## config.mk

```make
export PLATFORM = sky130hd
export DESIGN_NAME = mips_core
export DESIGN_NICKNAME = d
export VERILOG_FILES = /design/src/mips_pkg.sv /design/src/reg_file.sv /design/src/fetch_stage.sv /design/src/decode_stage.sv /design/src/execute_stage.sv /design/src/result_stage.sv /design/src/mips_core.sv
export SDC_FILE = /design/constraint.sdc
export NUM_CORES = 2
export LEC_CHECK = 0
export BUFFER_PORTS_ARGS = -buffer_cell sky130_fd_sc_hd__clkbuf_2
export CAP_MARGIN = 20
export CORE_ASPECT_RATIO = 0.8
export CORE_MARGIN = 8
export CORE_UTILIZATION = 55
export CTS_CLUSTER_DIAMETER = 40
export DETAILED_ROUTE_END_ITERATION = 6
export PLACE_DENSITY = 0.75
export SETUP_SLACK_MARGIN = 0.2
export SYNTH_ARGS = -nofsm -noshare
export SYNTH_HDL_FRONTEND = slang
export SYNTH_SLANG_ARGS = --single-unit
```

## constraint.sdc

```tcl
create_clock -name clk -period 9.55 [get_ports clk]
set_input_delay 1.91 -clock clk [delete_from_list [all_inputs] [get_ports clk]]
set_output_delay 1.91 -clock clk [all_outputs]
set_load 0.02 [all_outputs]
```

## src/mips_pkg.sv

```systemverilog
package mips_pkg;

  // ------------------------------------------------------------------
  // Widths and fixed addresses
  // ------------------------------------------------------------------
  localparam int word_w     = 32;
  localparam int reg_addr_w = 5;
  localparam int reg_count  = 32;

  typedef logic [word_w-1:0]     word_t;
  typedef logic [reg_addr_w-1:0] reg_addr_t;

  // First fetch address and byte distance between instructions
  localparam word_t reset_pc = '0;
  localparam word_t pc_step  = 32'd4;

  // ------------------------------------------------------------------
  // Instruction encodings
  // ------------------------------------------------------------------
  // Primary opcode, instr[31:26]
  typedef enum logic [5:0] {
    op_rtype = 6'b000000,
    op_beq   = 6'b000100,
    op_addi  = 6'b001000,
    op_addiu = 6'b001001,
    op_ori   = 6'b001101,
    op_lw    = 6'b100011,
    op_sw    = 6'b101011
  } opcode_e;

  // R-type function field, instr[5:0]
  typedef enum logic [5:0] {
    fn_add  = 6'b100000,
    fn_addu = 6'b100001,
    fn_sub  = 6'b100010,
    fn_subu = 6'b100011,
    fn_and  = 6'b100100,
    fn_or   = 6'b100101,
    fn_slt  = 6'b101010
  } funct_e;

  // ALU class chosen by the main decoder
  typedef enum logic [1:0] {
    alu_add   = 2'b00,
    alu_sub   = 2'b01,
    alu_or    = 2'b10,
    alu_funct = 2'b11
  } alu_op_e;

  // ALU operation select
  typedef enum logic [3:0] {
    alu_ctl_and = 4'b0000,
    alu_ctl_or  = 4'b0001,
    alu_ctl_add = 4'b0010,
    alu_ctl_sub = 4'b0110,
    alu_ctl_slt = 4'b0111
  } alu_ctl_e;

  // Source of an execute operand
  typedef enum logic [1:0] {
    fwd_none = 2'b00,
    fwd_mem  = 2'b01,
    fwd_wb   = 2'b10
  } fwd_sel_e;

endpackage

```

## src/reg_file.sv

```systemverilog
`timescale 1ns/1ps

module reg_file import mips_pkg::*; (
  input  logic      clk,
  input  logic      we,
  input  reg_addr_t ra1,
  input  reg_addr_t ra2,
  input  reg_addr_t wa,
  input  word_t     wd,
  output word_t     rd1,
  output word_t     rd2
);

  word_t regs [reg_count];

  // Register zero is never written
  always_ff @(posedge clk) begin
    if (we && (wa != '0)) begin
      regs[wa] <= wd;
    end
  end

  // Same-cycle write is passed through to the reader
  assign rd1 = (ra1 == '0)             ? '0 :
               (we && (wa == ra1))     ? wd : regs[ra1];
  assign rd2 = (ra2 == '0)             ? '0 :
               (we && (wa == ra2))     ? wd : regs[ra2];

endmodule

```

## src/fetch_stage.sv

```systemverilog
`timescale 1ns/1ps

module fetch_stage import mips_pkg::*; (
  input  logic  clk,
  input  logic  reset,
  input  logic  stall,
  input  logic  branch_taken,
  input  word_t branch_target,
  input  word_t instr,
  output word_t pc,
  output word_t if_instr,
  output word_t if_pc_plus
);

  word_t pc_plus;

  // Address of the next sequential instruction
  assign pc_plus = pc + pc_step;

  // ------------------------------------------------------------------
  // Program counter and fetch/decode register
  // ------------------------------------------------------------------
  // Squash has priority over the load-use hold
  always_ff @(posedge clk) begin
    if (reset) begin
      pc       <= reset_pc;
      if_instr <= '0;
    end else if (branch_taken) begin
      pc       <= branch_target;
      // All-zero word decodes to nothing written anywhere
      if_instr <= '0;
    end else if (!stall) begin
      pc       <= pc_plus;
      if_instr <= instr;
    end
  end

  // Link address travels with the instruction, held on stall
  always_ff @(posedge clk) begin
    if (!stall) begin
      if_pc_plus <= pc_plus;
    end
  end

endmodule

```

## src/decode_stage.sv

```systemverilog
`timescale 1ns/1ps

module decode_stage import mips_pkg::*; (
  input  logic       clk,
  input  logic       reset,
  input  word_t      if_instr,
  input  word_t      if_pc_plus,
  input  logic       branch_taken,
  input  logic       wb_reg_write,
  input  reg_addr_t  wb_dest,
  input  word_t      wb_value,
  output logic       stall,
  output alu_op_e    ex_alu_op,
  output logic       ex_alu_src,
  output logic       ex_reg_dst,
  output logic       ex_branch,
  output logic       ex_mem_read,
  output logic       ex_mem_write,
  output logic       ex_mem_to_reg,
  output logic       ex_reg_write,
  output word_t      ex_rs_val,
  output word_t      ex_rt_val,
  output word_t      ex_imm,
  output reg_addr_t  ex_rs,
  output reg_addr_t  ex_rt,
  output reg_addr_t  ex_rd,
  output logic [5:0] ex_funct,
  output word_t      ex_pc_plus
);

  // Instruction fields
  opcode_e   opcode;
  reg_addr_t rs;
  reg_addr_t rt;
  reg_addr_t rd;
  word_t     rs_val;
  word_t     rt_val;
  word_t     imm;

  assign opcode = opcode_e'(if_instr[31:26]);
  assign rs     = if_instr[25:21];
  assign rt     = if_instr[20:16];
  assign rd     = if_instr[15:11];

  // Decoded controls before the decode/execute register
  alu_op_e   dec_alu_op;
  logic      dec_alu_src;
  logic      dec_reg_dst;
  logic      dec_branch;
  logic      dec_mem_read;
  logic      dec_mem_write;
  logic      dec_mem_to_reg;
  logic      dec_writes;
  logic      dec_zero_ext;
  logic      dec_reg_write;
  reg_addr_t dec_dest;

  // ------------------------------------------------------------------
  // Main decoder
  // ------------------------------------------------------------------
  always_comb begin
    dec_alu_op     = alu_add;
    dec_alu_src    = 1'b0;
    dec_reg_dst    = 1'b0;
    dec_branch     = 1'b0;
    dec_mem_read   = 1'b0;
    dec_mem_write  = 1'b0;
    dec_mem_to_reg = 1'b0;
    dec_writes     = 1'b0;
    dec_zero_ext   = 1'b0;
    case (opcode)
      op_rtype: begin
        dec_alu_op  = alu_funct;
        dec_reg_dst = 1'b1;
        dec_writes  = 1'b1;
      end
      op_lw: begin
        dec_alu_src    = 1'b1;
        dec_mem_read   = 1'b1;
        dec_mem_to_reg = 1'b1;
        dec_writes     = 1'b1;
      end
      op_sw: begin
        dec_alu_src   = 1'b1;
        dec_mem_write = 1'b1;
      end
      // Equality checked by subtraction class
      op_beq: begin
        dec_alu_op = alu_sub;
        dec_branch = 1'b1;
      end
      op_addi, op_addiu: begin
        dec_alu_src = 1'b1;
        dec_writes  = 1'b1;
      end
      op_ori: begin
        dec_alu_op   = alu_or;
        dec_alu_src  = 1'b1;
        dec_writes   = 1'b1;
        dec_zero_ext = 1'b1;
      end
      // Unknown opcode is a no-op
      default: ;
    endcase
  end

  // A write aimed at register zero is dropped here, so later stages
  // never see a live write to it
  assign dec_dest      = dec_reg_dst ? rd : rt;
  assign dec_reg_write = dec_writes && (dec_dest != '0);

  // Zero extension only for ORI
  assign imm = dec_zero_ext ? {16'b0, if_instr[15:0]}
                            : {{16{if_instr[15]}}, if_instr[15:0]};

  // Load in execute feeding this instruction
  assign stall = ex_mem_read && ((ex_rt == rs) || (ex_rt == rt));

  reg_file u_regs (
    .clk (clk),
    .we  (wb_reg_write),
    .ra1 (rs),
    .ra2 (rt),
    .wa  (wb_dest),
    .wd  (wb_value),
    .rd1 (rs_val),
    .rd2 (rt_val)
  );

  // ------------------------------------------------------------------
  // Decode/execute register
  // ------------------------------------------------------------------
  // Bubble on stall or on a taken branch
  always_ff @(posedge clk) begin
    if (reset || stall || branch_taken) begin
      ex_alu_op     <= alu_add;
      ex_alu_src    <= 1'b0;
      ex_reg_dst    <= 1'b0;
      ex_branch     <= 1'b0;
      ex_mem_read   <= 1'b0;
      ex_mem_write  <= 1'b0;
      ex_mem_to_reg <= 1'b0;
      ex_reg_write  <= 1'b0;
    end else begin
      ex_alu_op     <= dec_alu_op;
      ex_alu_src    <= dec_alu_src;
      ex_reg_dst    <= dec_reg_dst;
      ex_branch     <= dec_branch;
      ex_mem_read   <= dec_mem_read;
      ex_mem_write  <= dec_mem_write;
      ex_mem_to_reg <= dec_mem_to_reg;
      ex_reg_write  <= dec_reg_write;
    end
  end

  // Operands and fields
  always_ff @(posedge clk) begin
    ex_rs_val  <= rs_val;
    ex_rt_val  <= rt_val;
    ex_imm     <= imm;
    ex_rs      <= rs;
    ex_rt      <= rt;
    ex_rd      <= rd;
    ex_funct   <= if_instr[5:0];
    ex_pc_plus <= if_pc_plus;
  end

endmodule

```

## src/execute_stage.sv

```systemverilog
`timescale 1ns/1ps

module execute_stage import mips_pkg::*; (
  input  logic       clk,
  input  logic       reset,
  input  alu_op_e    ex_alu_op,
  input  logic       ex_alu_src,
  input  logic       ex_reg_dst,
  input  logic       ex_branch,
  input  logic       ex_mem_read,
  input  logic       ex_mem_write,
  input  logic       ex_mem_to_reg,
  input  logic       ex_reg_write,
  input  word_t      ex_rs_val,
  input  word_t      ex_rt_val,
  input  word_t      ex_imm,
  input  reg_addr_t  ex_rs,
  input  reg_addr_t  ex_rt,
  input  reg_addr_t  ex_rd,
  input  logic [5:0] ex_funct,
  input  word_t      ex_pc_plus,
  input  logic       wb_reg_write,
  input  reg_addr_t  wb_dest,
  input  word_t      wb_value,
  output logic       branch_taken,
  output word_t      branch_target,
  output logic       mem_reg_write,
  output logic       mem_mem_to_reg,
  output reg_addr_t  mem_dest,
  output word_t      mem_alu_out,
  output logic       mem_mem_write,
  output word_t      mem_store_data
);

  alu_ctl_e alu_ctl;
  fwd_sel_e fwd_a;
  fwd_sel_e fwd_b;
  word_t    src_a;
  word_t    src_b;
  word_t    alu_b;
  word_t    alu_out;

  // ------------------------------------------------------------------
  // Forwarding
  // ------------------------------------------------------------------
  // Younger result in the memory stage wins
  function automatic fwd_sel_e fwd_pick(input reg_addr_t src,
                                        input logic      m_we,
                                        input reg_addr_t m_dest,
                                        input logic      w_we,
                                        input reg_addr_t w_dest);
    if (src == '0) begin
      return fwd_none;
    end else if (m_we && (m_dest == src)) begin
      return fwd_mem;
    end else if (w_we && (w_dest == src)) begin
      return fwd_wb;
    end
    return fwd_none;
  endfunction

  function automatic word_t fwd_value(input fwd_sel_e sel, input word_t reg_val,
                                      input word_t m_val, input word_t w_val);
    case (sel)
      fwd_mem: return m_val;
      fwd_wb:  return w_val;
      default: return reg_val;
    endcase
  endfunction

  assign fwd_a = fwd_pick(ex_rs, mem_reg_write, mem_dest, wb_reg_write, wb_dest);
  assign fwd_b = fwd_pick(ex_rt, mem_reg_write, mem_dest, wb_reg_write, wb_dest);
  assign src_a = fwd_value(fwd_a, ex_rs_val, mem_alu_out, wb_value);
  assign src_b = fwd_value(fwd_b, ex_rt_val, mem_alu_out, wb_value);

  // ------------------------------------------------------------------
  // ALU
  // ------------------------------------------------------------------
  // Overflow traps are not modelled, so signed and unsigned add match
  always_comb begin
    case (ex_alu_op)
      alu_add: alu_ctl = alu_ctl_add;
      alu_sub: alu_ctl = alu_ctl_sub;
      alu_or:  alu_ctl = alu_ctl_or;
      default: begin
        case (ex_funct)
          fn_add, fn_addu: alu_ctl = alu_ctl_add;
          fn_sub, fn_subu: alu_ctl = alu_ctl_sub;
          fn_and:          alu_ctl = alu_ctl_and;
          fn_or:           alu_ctl = alu_ctl_or;
          fn_slt:          alu_ctl = alu_ctl_slt;
          default:         alu_ctl = alu_ctl_add;
        endcase
      end
    endcase
  end

  assign alu_b = ex_alu_src ? ex_imm : src_b;

  always_comb begin
    case (alu_ctl)
      alu_ctl_and: alu_out = src_a & alu_b;
      alu_ctl_or:  alu_out = src_a | alu_b;
      alu_ctl_sub: alu_out = src_a - alu_b;
      alu_ctl_slt: alu_out = {31'b0, $signed(src_a) < $signed(alu_b)};
      default:     alu_out = src_a + alu_b;
    endcase
  end

  // BEQ resolves here; target is the next address plus word offset
  assign branch_taken  = ex_branch && (src_a == src_b);
  assign branch_target = ex_pc_plus + {ex_imm[29:0], 2'b00};

  // ------------------------------------------------------------------
  // Execute/memory register
  // ------------------------------------------------------------------
  always_ff @(posedge clk) begin
    if (reset) begin
      mem_reg_write  <= 1'b0;
      mem_mem_to_reg <= 1'b0;
      mem_mem_write  <= 1'b0;
    end else begin
      mem_reg_write  <= ex_reg_write;
      mem_mem_to_reg <= ex_mem_to_reg && ex_mem_read;
      mem_mem_write  <= ex_mem_write;
    end
  end

  // Store data taken after forwarding
  always_ff @(posedge clk) begin
    mem_dest       <= ex_reg_dst ? ex_rd : ex_rt;
    mem_alu_out    <= alu_out;
    mem_store_data <= src_b;
  end

endmodule

```

## src/result_stage.sv

```systemverilog
`timescale 1ns/1ps

module result_stage import mips_pkg::*; (
  input  logic      clk,
  input  logic      reset,
  input  logic      mem_reg_write,
  input  logic      mem_mem_to_reg,
  input  reg_addr_t mem_dest,
  input  word_t     mem_alu_out,
  input  word_t     mem_read_data,
  output logic      wb_reg_write,
  output reg_addr_t wb_dest,
  output word_t     wb_value
);

  logic  wb_mem_to_reg;
  word_t wb_alu_out;
  word_t wb_read_data;

  // ------------------------------------------------------------------
  // Memory/writeback register
  // ------------------------------------------------------------------
  always_ff @(posedge clk) begin
    if (reset) begin
      wb_reg_write  <= 1'b0;
      wb_mem_to_reg <= 1'b0;
    end else begin
      wb_reg_write  <= mem_reg_write;
      wb_mem_to_reg <= mem_mem_to_reg;
    end
  end

  // Read data is combinational from the bench, captured at the edge
  always_ff @(posedge clk) begin
    wb_dest      <= mem_dest;
    wb_alu_out   <= mem_alu_out;
    wb_read_data <= mem_read_data;
  end

  // Loads write memory data, all others the ALU result
  assign wb_value = wb_mem_to_reg ? wb_read_data : wb_alu_out;

endmodule

```

## src/mips_core.sv

```systemverilog
`timescale 1ns/1ps

module mips_core import mips_pkg::*; (
  input  logic  clk,
  input  logic  reset,
  output word_t pc,
  input  word_t instr,
  output logic  mem_write,
  output word_t mem_addr,
  output word_t mem_write_data,
  input  word_t mem_read_data
);

  // Fetch to decode
  word_t     if_instr;
  word_t     if_pc_plus;
  logic      stall;

  // Branch redirect from execute
  logic      branch_taken;
  word_t     branch_target;

  // Decode/execute register
  alu_op_e   ex_alu_op;
  logic      ex_alu_src;
  logic      ex_reg_dst;
  logic      ex_branch;
  logic      ex_mem_read;
  logic      ex_mem_write;
  logic      ex_mem_to_reg;
  logic      ex_reg_write;
  word_t     ex_rs_val;
  word_t     ex_rt_val;
  word_t     ex_imm;
  reg_addr_t ex_rs;
  reg_addr_t ex_rt;
  reg_addr_t ex_rd;
  logic [5:0] ex_funct;
  word_t     ex_pc_plus;

  // Execute/memory register
  logic      mem_reg_write;
  logic      mem_mem_to_reg;
  reg_addr_t mem_dest;
  word_t     mem_alu_out;
  word_t     mem_store_data;

  // Writeback results
  logic      wb_reg_write;
  reg_addr_t wb_dest;
  word_t     wb_value;

  // ------------------------------------------------------------------
  // Pipeline stages
  // ------------------------------------------------------------------
  fetch_stage u_fetch (
    .clk           (clk),
    .reset         (reset),
    .stall         (stall),
    .branch_taken  (branch_taken),
    .branch_target (branch_target),
    .instr         (instr),
    .pc            (pc),
    .if_instr      (if_instr),
    .if_pc_plus    (if_pc_plus)
  );

  decode_stage u_decode (
    .clk           (clk),
    .reset         (reset),
    .if_instr      (if_instr),
    .if_pc_plus    (if_pc_plus),
    .branch_taken  (branch_taken),
    .wb_reg_write  (wb_reg_write),
    .wb_dest       (wb_dest),
    .wb_value      (wb_value),
    .stall         (stall),
    .ex_alu_op     (ex_alu_op),
    .ex_alu_src    (ex_alu_src),
    .ex_reg_dst    (ex_reg_dst),
    .ex_branch     (ex_branch),
    .ex_mem_read   (ex_mem_read),
    .ex_mem_write  (ex_mem_write),
    .ex_mem_to_reg (ex_mem_to_reg),
    .ex_reg_write  (ex_reg_write),
    .ex_rs_val     (ex_rs_val),
    .ex_rt_val     (ex_rt_val),
    .ex_imm        (ex_imm),
    .ex_rs         (ex_rs),
    .ex_rt         (ex_rt),
    .ex_rd         (ex_rd),
    .ex_funct      (ex_funct),
    .ex_pc_plus    (ex_pc_plus)
  );

  execute_stage u_execute (
    .clk            (clk),
    .reset          (reset),
    .ex_alu_op      (ex_alu_op),
    .ex_alu_src     (ex_alu_src),
    .ex_reg_dst     (ex_reg_dst),
    .ex_branch      (ex_branch),
    .ex_mem_read    (ex_mem_read),
    .ex_mem_write   (ex_mem_write),
    .ex_mem_to_reg  (ex_mem_to_reg),
    .ex_reg_write   (ex_reg_write),
    .ex_rs_val      (ex_rs_val),
    .ex_rt_val      (ex_rt_val),
    .ex_imm         (ex_imm),
    .ex_rs          (ex_rs),
    .ex_rt          (ex_rt),
    .ex_rd          (ex_rd),
    .ex_funct       (ex_funct),
    .ex_pc_plus     (ex_pc_plus),
    .wb_reg_write   (wb_reg_write),
    .wb_dest        (wb_dest),
    .wb_value       (wb_value),
    .branch_taken   (branch_taken),
    .branch_target  (branch_target),
    .mem_reg_write  (mem_reg_write),
    .mem_mem_to_reg (mem_mem_to_reg),
    .mem_dest       (mem_dest),
    .mem_alu_out    (mem_alu_out),
    .mem_mem_write  (mem_write),
    .mem_store_data (mem_store_data)
  );

  result_stage u_result (
    .clk            (clk),
    .reset          (reset),
    .mem_reg_write  (mem_reg_write),
    .mem_mem_to_reg (mem_mem_to_reg),
    .mem_dest       (mem_dest),
    .mem_alu_out    (mem_alu_out),
    .mem_read_data  (mem_read_data),
    .wb_reg_write   (wb_reg_write),
    .wb_dest        (wb_dest),
    .wb_value       (wb_value)
  );

  // Store port comes straight from the execute/memory register
  assign mem_addr       = mem_alu_out;
  assign mem_write_data = mem_store_data;

endmodule

```

# [Word level (Yosys, flattened, before mapping)]
# Memory sizes are Yosys's and may differ from the RTL's. A register that Yosys moved wholly into a read port is not among the register bits.
# Index checks and enable logic that the tools add are counted.
[word_totals] out_inout_bits=97 reg_bits=317 n_memories=1 in_bits=66 word_cells=123 ram_bits=1024
[mem_list] name="u_decode.u_regs.regs" words=32 word_bits=32 rd=2 rd_ports_with_merged_regs=2 wr=1 line="reg_file.sv:14" source="word_t regs [reg_count];"
[op_classes] n_addsub=4 bitwise_logic=2 order_cmp=1 n_eq_ne=28 n_mux=35 reduce_logical=24
[ops] op="32-bit 2-to-1 mux" n=4
[ops] op="32-bit one-hot mux with 2 select lines" n=2
[ops] op="32-bit one-hot mux with 4 select lines" n=1
[ops] op="32-bit adder" n=2
[ops] op="6-bit equality test, second input constant" n=7
[ops] op="32-bit by 3-bit adder with 32-bit output, second input constant" n=1
[ops] op="32-bit AND" n=1
[ops] op="32-bit equality test" n=1
[ops] op="32-bit less-than comparator" n=1
[ops] op="32-bit bitwise OR" n=1
[ops] op="32-bit subtractor" n=1
[ops] op="5-bit equality test" n=6
[ops] op="5-bit zero test" n=4
[ops] op="6-bit by 4-bit equality test with 1-bit output, second input constant" n=3
[ops] op="2-bit 2-to-1 mux" n=8
[ops] op="1-bit 2-to-1 mux" n=15
[ops] op="3-bit one-hot mux with 4 select lines" n=1
[ops] op="4-bit one-hot mux with 3 select lines" n=1
[ops] op="5-bit 2-to-1 mux" n=2
[ops] op="5-bit nonzero test" n=2
[ops] op="5-bit OR reduction" n=2
[ops] op="4-bit by 3-bit equality test with 1-bit output, second input constant" n=2
[ops] op="1-bit logical AND" n=8
[ops] op="2-bit by 1-bit equality test with 1-bit output, second input constant" n=3
[ops] op="10 further kinds" n=15

# [Logic depth before layout (Yosys ltp)]
[depth] word_depth=11 ltp_mapped=22 ltp_nobuf=20

# [Cells and area by module]
# From an unflattened synthesis, not the netlist that was laid out.
[hier_totals] cells_unflattened=4589 area_unflattened_um2=67016.8
[by_module_without_submodules] module="reg_file" area_each_um2=47869.7 instances=1 cells_per_inst=2520 seq_area_each_um2=30749.5
[by_module_without_submodules] module="execute_stage" area_each_um2=9639.2 instances=1 cells_per_inst=1319 seq_area_each_um2=1441.4
[by_module_without_submodules] module="fetch_stage" area_each_um2=4385.5 instances=1 cells_per_inst=440 seq_area_each_um2=2242.2
[by_module_without_submodules] module="decode_stage" area_each_um2=3144.3 instances=1 cells_per_inst=201 seq_area_each_um2=2622.5
[by_module_without_submodules] module="result_stage" area_each_um2=1978.1 instances=1 cells_per_inst=109 seq_area_each_um2=1421.4

# [Least setup slack after synthesis]
# Ideal clock, no wire load.
[synth_timing] kind="reg-to-reg" from="register u_result.wb_mem_to_reg" to="register u_execute.mem_alu_out[27]" arrival_time_ps=4858 stages_incl_launch_ff=18 period_less_slack_ps=4980 setup_ps=122 setup_slack_ps=4570 n_path_buf=3 required_time_ps=9428 cell_sequence="dfxtp_1 -> clkbuf_1 -> clkbuf_1 -> mux2_2 -> a221o_1 -> mux2_2 -> ha_1 -> clkbuf_1 -> o21ai_0 -> o21bai_1 -> o31a_1 -> o41ai_1 -> o211a_1 -> nor4_1 -> o211ai_1 -> a21oi_1 -> a221o_1 -> a221o_1"
[synth_via] elab_chain_cells=5 word_cells_on_any_way=9 classes_between="add/sub: 2; mux: 5; bitwise: 2"
[synth_lines] element="start, declared" line="result_stage.sv:16" source="logic wb_mem_to_reg;"
[synth_lines] element="start signal, assigned" line="result_stage.sv:29" source="wb_mem_to_reg <= mem_mem_to_reg;"
[synth_lines] element="32-bit 2-to-1 mux *" line="result_stage.sv:41" source="assign wb_value = wb_mem_to_reg ? wb_read_data : wb_alu_out;"
[synth_lines] element="net u_decode.u_regs.wd[3]" line="reg_file.sv:9" source="input word_t wd,"
[synth_lines] element="32-bit one-hot mux with 2 select lines *" line="execute_stage.sv:64" source="case (sel)"
[synth_lines] element="net u_execute.src_b[3]" line="execute_stage.sv:39" source="word_t src_b;"
[synth_lines] element="32-bit 2-to-1 mux *" line="execute_stage.sv:98" source="assign alu_b = ex_alu_src ? ex_imm : src_b;"
[synth_lines] element="32-bit adder / 32-bit subtractor (equally long branches)" line="execute_stage.sv:106, execute_stage.sv:104"
[synth_lines] element="32-bit one-hot mux with 4 select lines *" line="execute_stage.sv:101" source="case (alu_ctl)"
[synth_lines] element="net u_execute.alu_out[27]" line="execute_stage.sv:41" source="word_t alu_out;"
[synth_lines] element="end signal, assigned" line="execute_stage.sv:132" source="mem_alu_out <= alu_out;"
[synth_lines] element="end, declared" line="execute_stage.sv:30" source="output word_t mem_alu_out,"
# Mark *: on every way through the listed nets, which the timed path passes. The rest lies on a longest branch.
# A chain may end at the register's enable or synchronous reset.

# [Worst setup path after layout]
[layout_timing] from="register u_result.wb_dest[4]" to="register u_execute.mem_alu_out[31]"
[layout_via] elab_chain_cells=11 word_cells_on_any_way=24 classes_between="add/sub: 2; eq/ne: 6; mux: 12; bitwise: 2; reduce/logical: 2"
[layout_lines] element="start, declared" line="result_stage.sv:12" source="output reg_addr_t wb_dest,"
[layout_lines] element="start signal, assigned" line="result_stage.sv:35" source="wb_dest <= mem_dest;"
[layout_lines] element="5-bit equality test *" line="execute_stage.sv:56" source="end else if (w_we && (w_dest == src)) begin"
[layout_lines] element="1-bit logical AND *" line="execute_stage.sv:56"
[layout_lines] element="1-bit 2-to-1 mux *" line="execute_stage.sv:56"
[layout_lines] element="1-bit 2-to-1 mux *" line="execute_stage.sv:54" source="end else if (m_we && (m_dest == src)) begin"
[layout_lines] element="1-bit 2-to-1 mux *" line="execute_stage.sv:52" source="if (src == '0) begin"
[layout_lines] element="2-bit 2-to-1 mux *" line="execute_stage.sv:59" source="return fwd_none;"
[layout_lines] element="2-bit equality test / 2-bit by 1-bit equality test with 1-bit output (equally long branches)" line="execute_stage.sv:64"
[layout_lines] element="32-bit one-hot mux with 2 select lines *" line="execute_stage.sv:64"
[layout_lines] element="net u_execute.src_b[10]" line="execute_stage.sv:39"
[layout_lines] element="32-bit 2-to-1 mux *" line="execute_stage.sv:98"
[layout_lines] element="32-bit adder / 32-bit subtractor (equally long branches)" line="execute_stage.sv:106, execute_stage.sv:104"
[layout_lines] element="32-bit one-hot mux with 4 select lines *" line="execute_stage.sv:101"
[layout_lines] element="net u_execute.alu_out[31]" line="execute_stage.sv:41"
# Marked as above.

==> impl_metrics.toml <==
[timing]
finClkSkew_ns = 0.0356
period_needed_ns = 6.03
hold_violations = 0
rsz0062_at_grt = "false"
relSlewSlack_pct = 21.2
fin_setup_tns_ns = 0
maxSlewViolCount = 0
fmax_mhz = 166
min_period_over_period_pct = 63.1
setup_viol = 0
max_slew.worst_pin.slew_ns = 1.18

[clock_tree]
cts_tree = "built"
clock-sinks = 1394
post_cts.repair.setup_buffers = 0
clock_path_buffers = 3
cts_root_buf = "clkbuf_16"
path_clk_slew_ns = 0.06
cts-hold-fix-buffers = 0
cts_resized = 0
cts.htree.levels = 4
cts-buffers-inserted = 153
clk_latency_ns = 0.79

[global_route]
grt_max_degree = 103
grt_use_total_pct = 30.7
grt_pass1_vias = 43200
grt_pass1_wl_um = 299000
grt_antenna_before_repair = 6
grt_overflow = 0

[placed_design]
dp_hpwl_um = 126000
portBuffers = 162
gp_congestion = 0.963

[drt]
drc = 0
ant_nets = 0
first_pass_iters = 6
first_iter_violations = 6780
wl_per_cell_um = 33.3
avgViaCountPerCell = 7.05
num_vias = 44200
totalWireLength_um = 209000

[logic_synthesis]
yosys_warnings = 0
ys_ff_latch = 1394
synthesis.instances = 4397
synth_edf_count = 1056
synth_area_um2 = 66600
ys_types = 85
async_reset_ff_share_pct = 0
synth_ff_type = "edfxtp_1"
syn_area_per_cell_um2 = 15.1
ys_seq_area_share_pct = 57.8

[floorplan]
die_h_um = 327
io_pins = 163
initial_core_util_pct = 55.3
die-width_um = 405
rows = 114
die_area_um2 = 133000
core-area_um2 = 121000

[layout]
nNetsFinal = 4714
regMostFlops = "u_decode.u_regs.regs"
final_common_cell = "edfxtp_1"
largest_reg_flops = 1024
n_antenna_cell = 0
synthToLayoutAreaGrowth_pct = 12.0
final_cell_mix = "1056 x edfxtp_1, 488 x mux4_2, 327 x dfxtp_1, 242 x mux2i_1, 221 x nor2_1"
fill_cells = 8653
drive_gt1_share_pct = 25.3

[flow_run]
maxCapViolCount = 0

[status]
outcome = "complete, no violations"

[power_and_ir_drop]
peakVddDrop_mv = 0.199
power_density_nw_per_um2 = 229
clockPowerShare_pct = 35.4
power.total_w = 0.0171
switchingPower_w = 0.00515
internal_power_w = 0.0119
p_sw_share_pct = 30.1
cellLeakagePower_nw = 25.6
pwr-share-comb_pct = 18.7
pwr-share-seq_pct = 45.9

[setup_path]
critPathKind = "reg2reg"
arrival_ns = 6.73
start_kind = "flip-flop"
critPathMaxFanout = 16
endpoint_kind = "flip-flop"
cp.required_ns = 10.25

[min_path]
worst_hold_path_type = "reg2reg"
per-stage QoR:
| stage | worst slack (ns) | cells | utilization, % | instance area, um^2 | hold slack [ns] |
|---|---|---|---|---|---|
| after detailed placement | 3.85 | 5987 | 57.6 | 69400 | 0.327 |
| after global placement | 3.65 | 5986 | 57.6 | 69400 | 0.324 |
| after floorplan | 4.57 | 4428 | - | 66700 | 0.323 |
| after global routing | 3.24 | 6269 | 61.9 | 74600 | 0.343 |
| final | 3.52 | 6269 | 61.9 | 74600 | 0.332 |
| after CTS | 3.81 | 6268 | 61.9 | 74600 | 0.334 |
metal layers:
layer  wire length (um)  up-vias  part of all wire, %  GRT usage, %
li1                   -    17900                    -             -
met1              79800    22400                   38          43.2
met2              93600     3257                   45          46.1
met3              24900      647                   12          6.92
met4              10300        8                  5.0          13.9
met5                 54        -                0.026             0
kinds of logic (layout without fill, tap and decap cells):
| family | count (synthesis) | after routing | synth area share, % |
|---|---|---|---|
| other | 1 | 32 | 0.00563 |
| DFF | 1394 | 1394 | 57.8 |
| buffers and inverters | 437 | 654 | 2.56 |
| muxes | 837 | 837 | 22.0 |
| adders and majority gates | 129 | 129 | 2.46 |
| AOI/OAI and AO/OA | 789 | 789 | 8.52 |
| and+or+nand+nor | 662 | 662 | 4.78 |
| xor gates and xnor gates | 148 | 148 | 1.95 |
area by class of cell:
| type | instances | area, um^2 | area share, % |
|---|---|---|---|
| clock buffers | 187 | 4110 | 5.51 |
| clock inverters | 94 | 1070 | 1.44 |
| inverters | 119 | 447 | 0.599 |
| multi-input cells | 2597 | 26800 | 36.0 |
| flip-flops and latches | 1394 | 38500 | 51.6 |
| well taps | 1624 | 2030 | 2.72 |
| repair buffers | 254 | 1580 | 2.12 |
critical path: stages, from the launching register on:
cell      delay [ns]
dfxtp_1         0.60
xor2_1          0.22
nor4_4          0.40
o211ai_2        0.30
nor2_2          0.76
a22oi_1         0.14
nand2_1         0.16
mux2_2          0.18
ha_1            0.35
inv_1           0.17
a21oi_1         0.16
o31ai_1         0.15
a211oi_1        0.39
a221oi_1        0.21
o41ai_1         0.59
nand2_1         0.18
a41oi_1         0.43
nor2_1          0.07
o41a_1          0.32
a32oi_1         0.14
power by group through the flow:
stage	logic, W	clock network (W)	registers, W
after floorplan	0.00191	0	0.00781
after global placement	0.00303	0	0.00794
after detailed placement	0.00307	0	0.00794
after CTS	0.00309	0.00609	0.00782
after global routing	0.00334	0.00631	0.00784
final	0.00319	0.00605	0.00784
synth_stat cells, types with 17 or more instances:
cell	n	area (um^2)
a211oi_1	107	803
a21o_1	23	173
a21oi_1	156	781
a221o_1	65	651
a221oi_1	34	298
a22oi_1	18	135
and2_1	29	181
and3_1	19	119
buf_1	66	248
buf_2	28	140
clkbuf_1	219	822
dfxtp_1	338	6770
edfxtp_1	1056	31700
ha_1	126	1580
inv_1	118	443
mux2_2	107	1200
mux2i_1	242	2420
mux4_2	488	11000
nand2_1	126	473
nand2b_1	47	294
nand3_1	34	170
nor2_1	252	946
nor2b_1	17	106
nor3_1	59	295
o211a_1	17	170
o211ai_1	50	375
o21a_1	26	195
o21ai_0	74	370
o21bai_1	19	143
o221ai_1	34	298
o22ai_1	72	450
xnor2_1	89	780
xor2_1	59	517
worst paths after layout:
kind | start | to | slack, ns | depth (start not counted)
hold / removal | u_fetch.if_pc_plus[13]$_DFFE_PN_ | u_decode.ex_pc_plus[13]$_DFF_P_ | 0.33 | 0
setup reg to reg | u_result.wb_dest[4]$_DFF_P_ | u_execute.mem_alu_out[31]$_DFF_P_ | 3.52 | 19
hold reg to reg | u_fetch.if_pc_plus[13]$_DFFE_PN_ | u_decode.ex_pc_plus[13]$_DFF_P_ | 0.33 | 0
setup / recovery | u_result.wb_dest[4]$_DFF_P_ | u_execute.mem_alu_out[31]$_DFF_P_ | 3.52 | 19
Note: power is estimated with default switching activity, not from simulation.
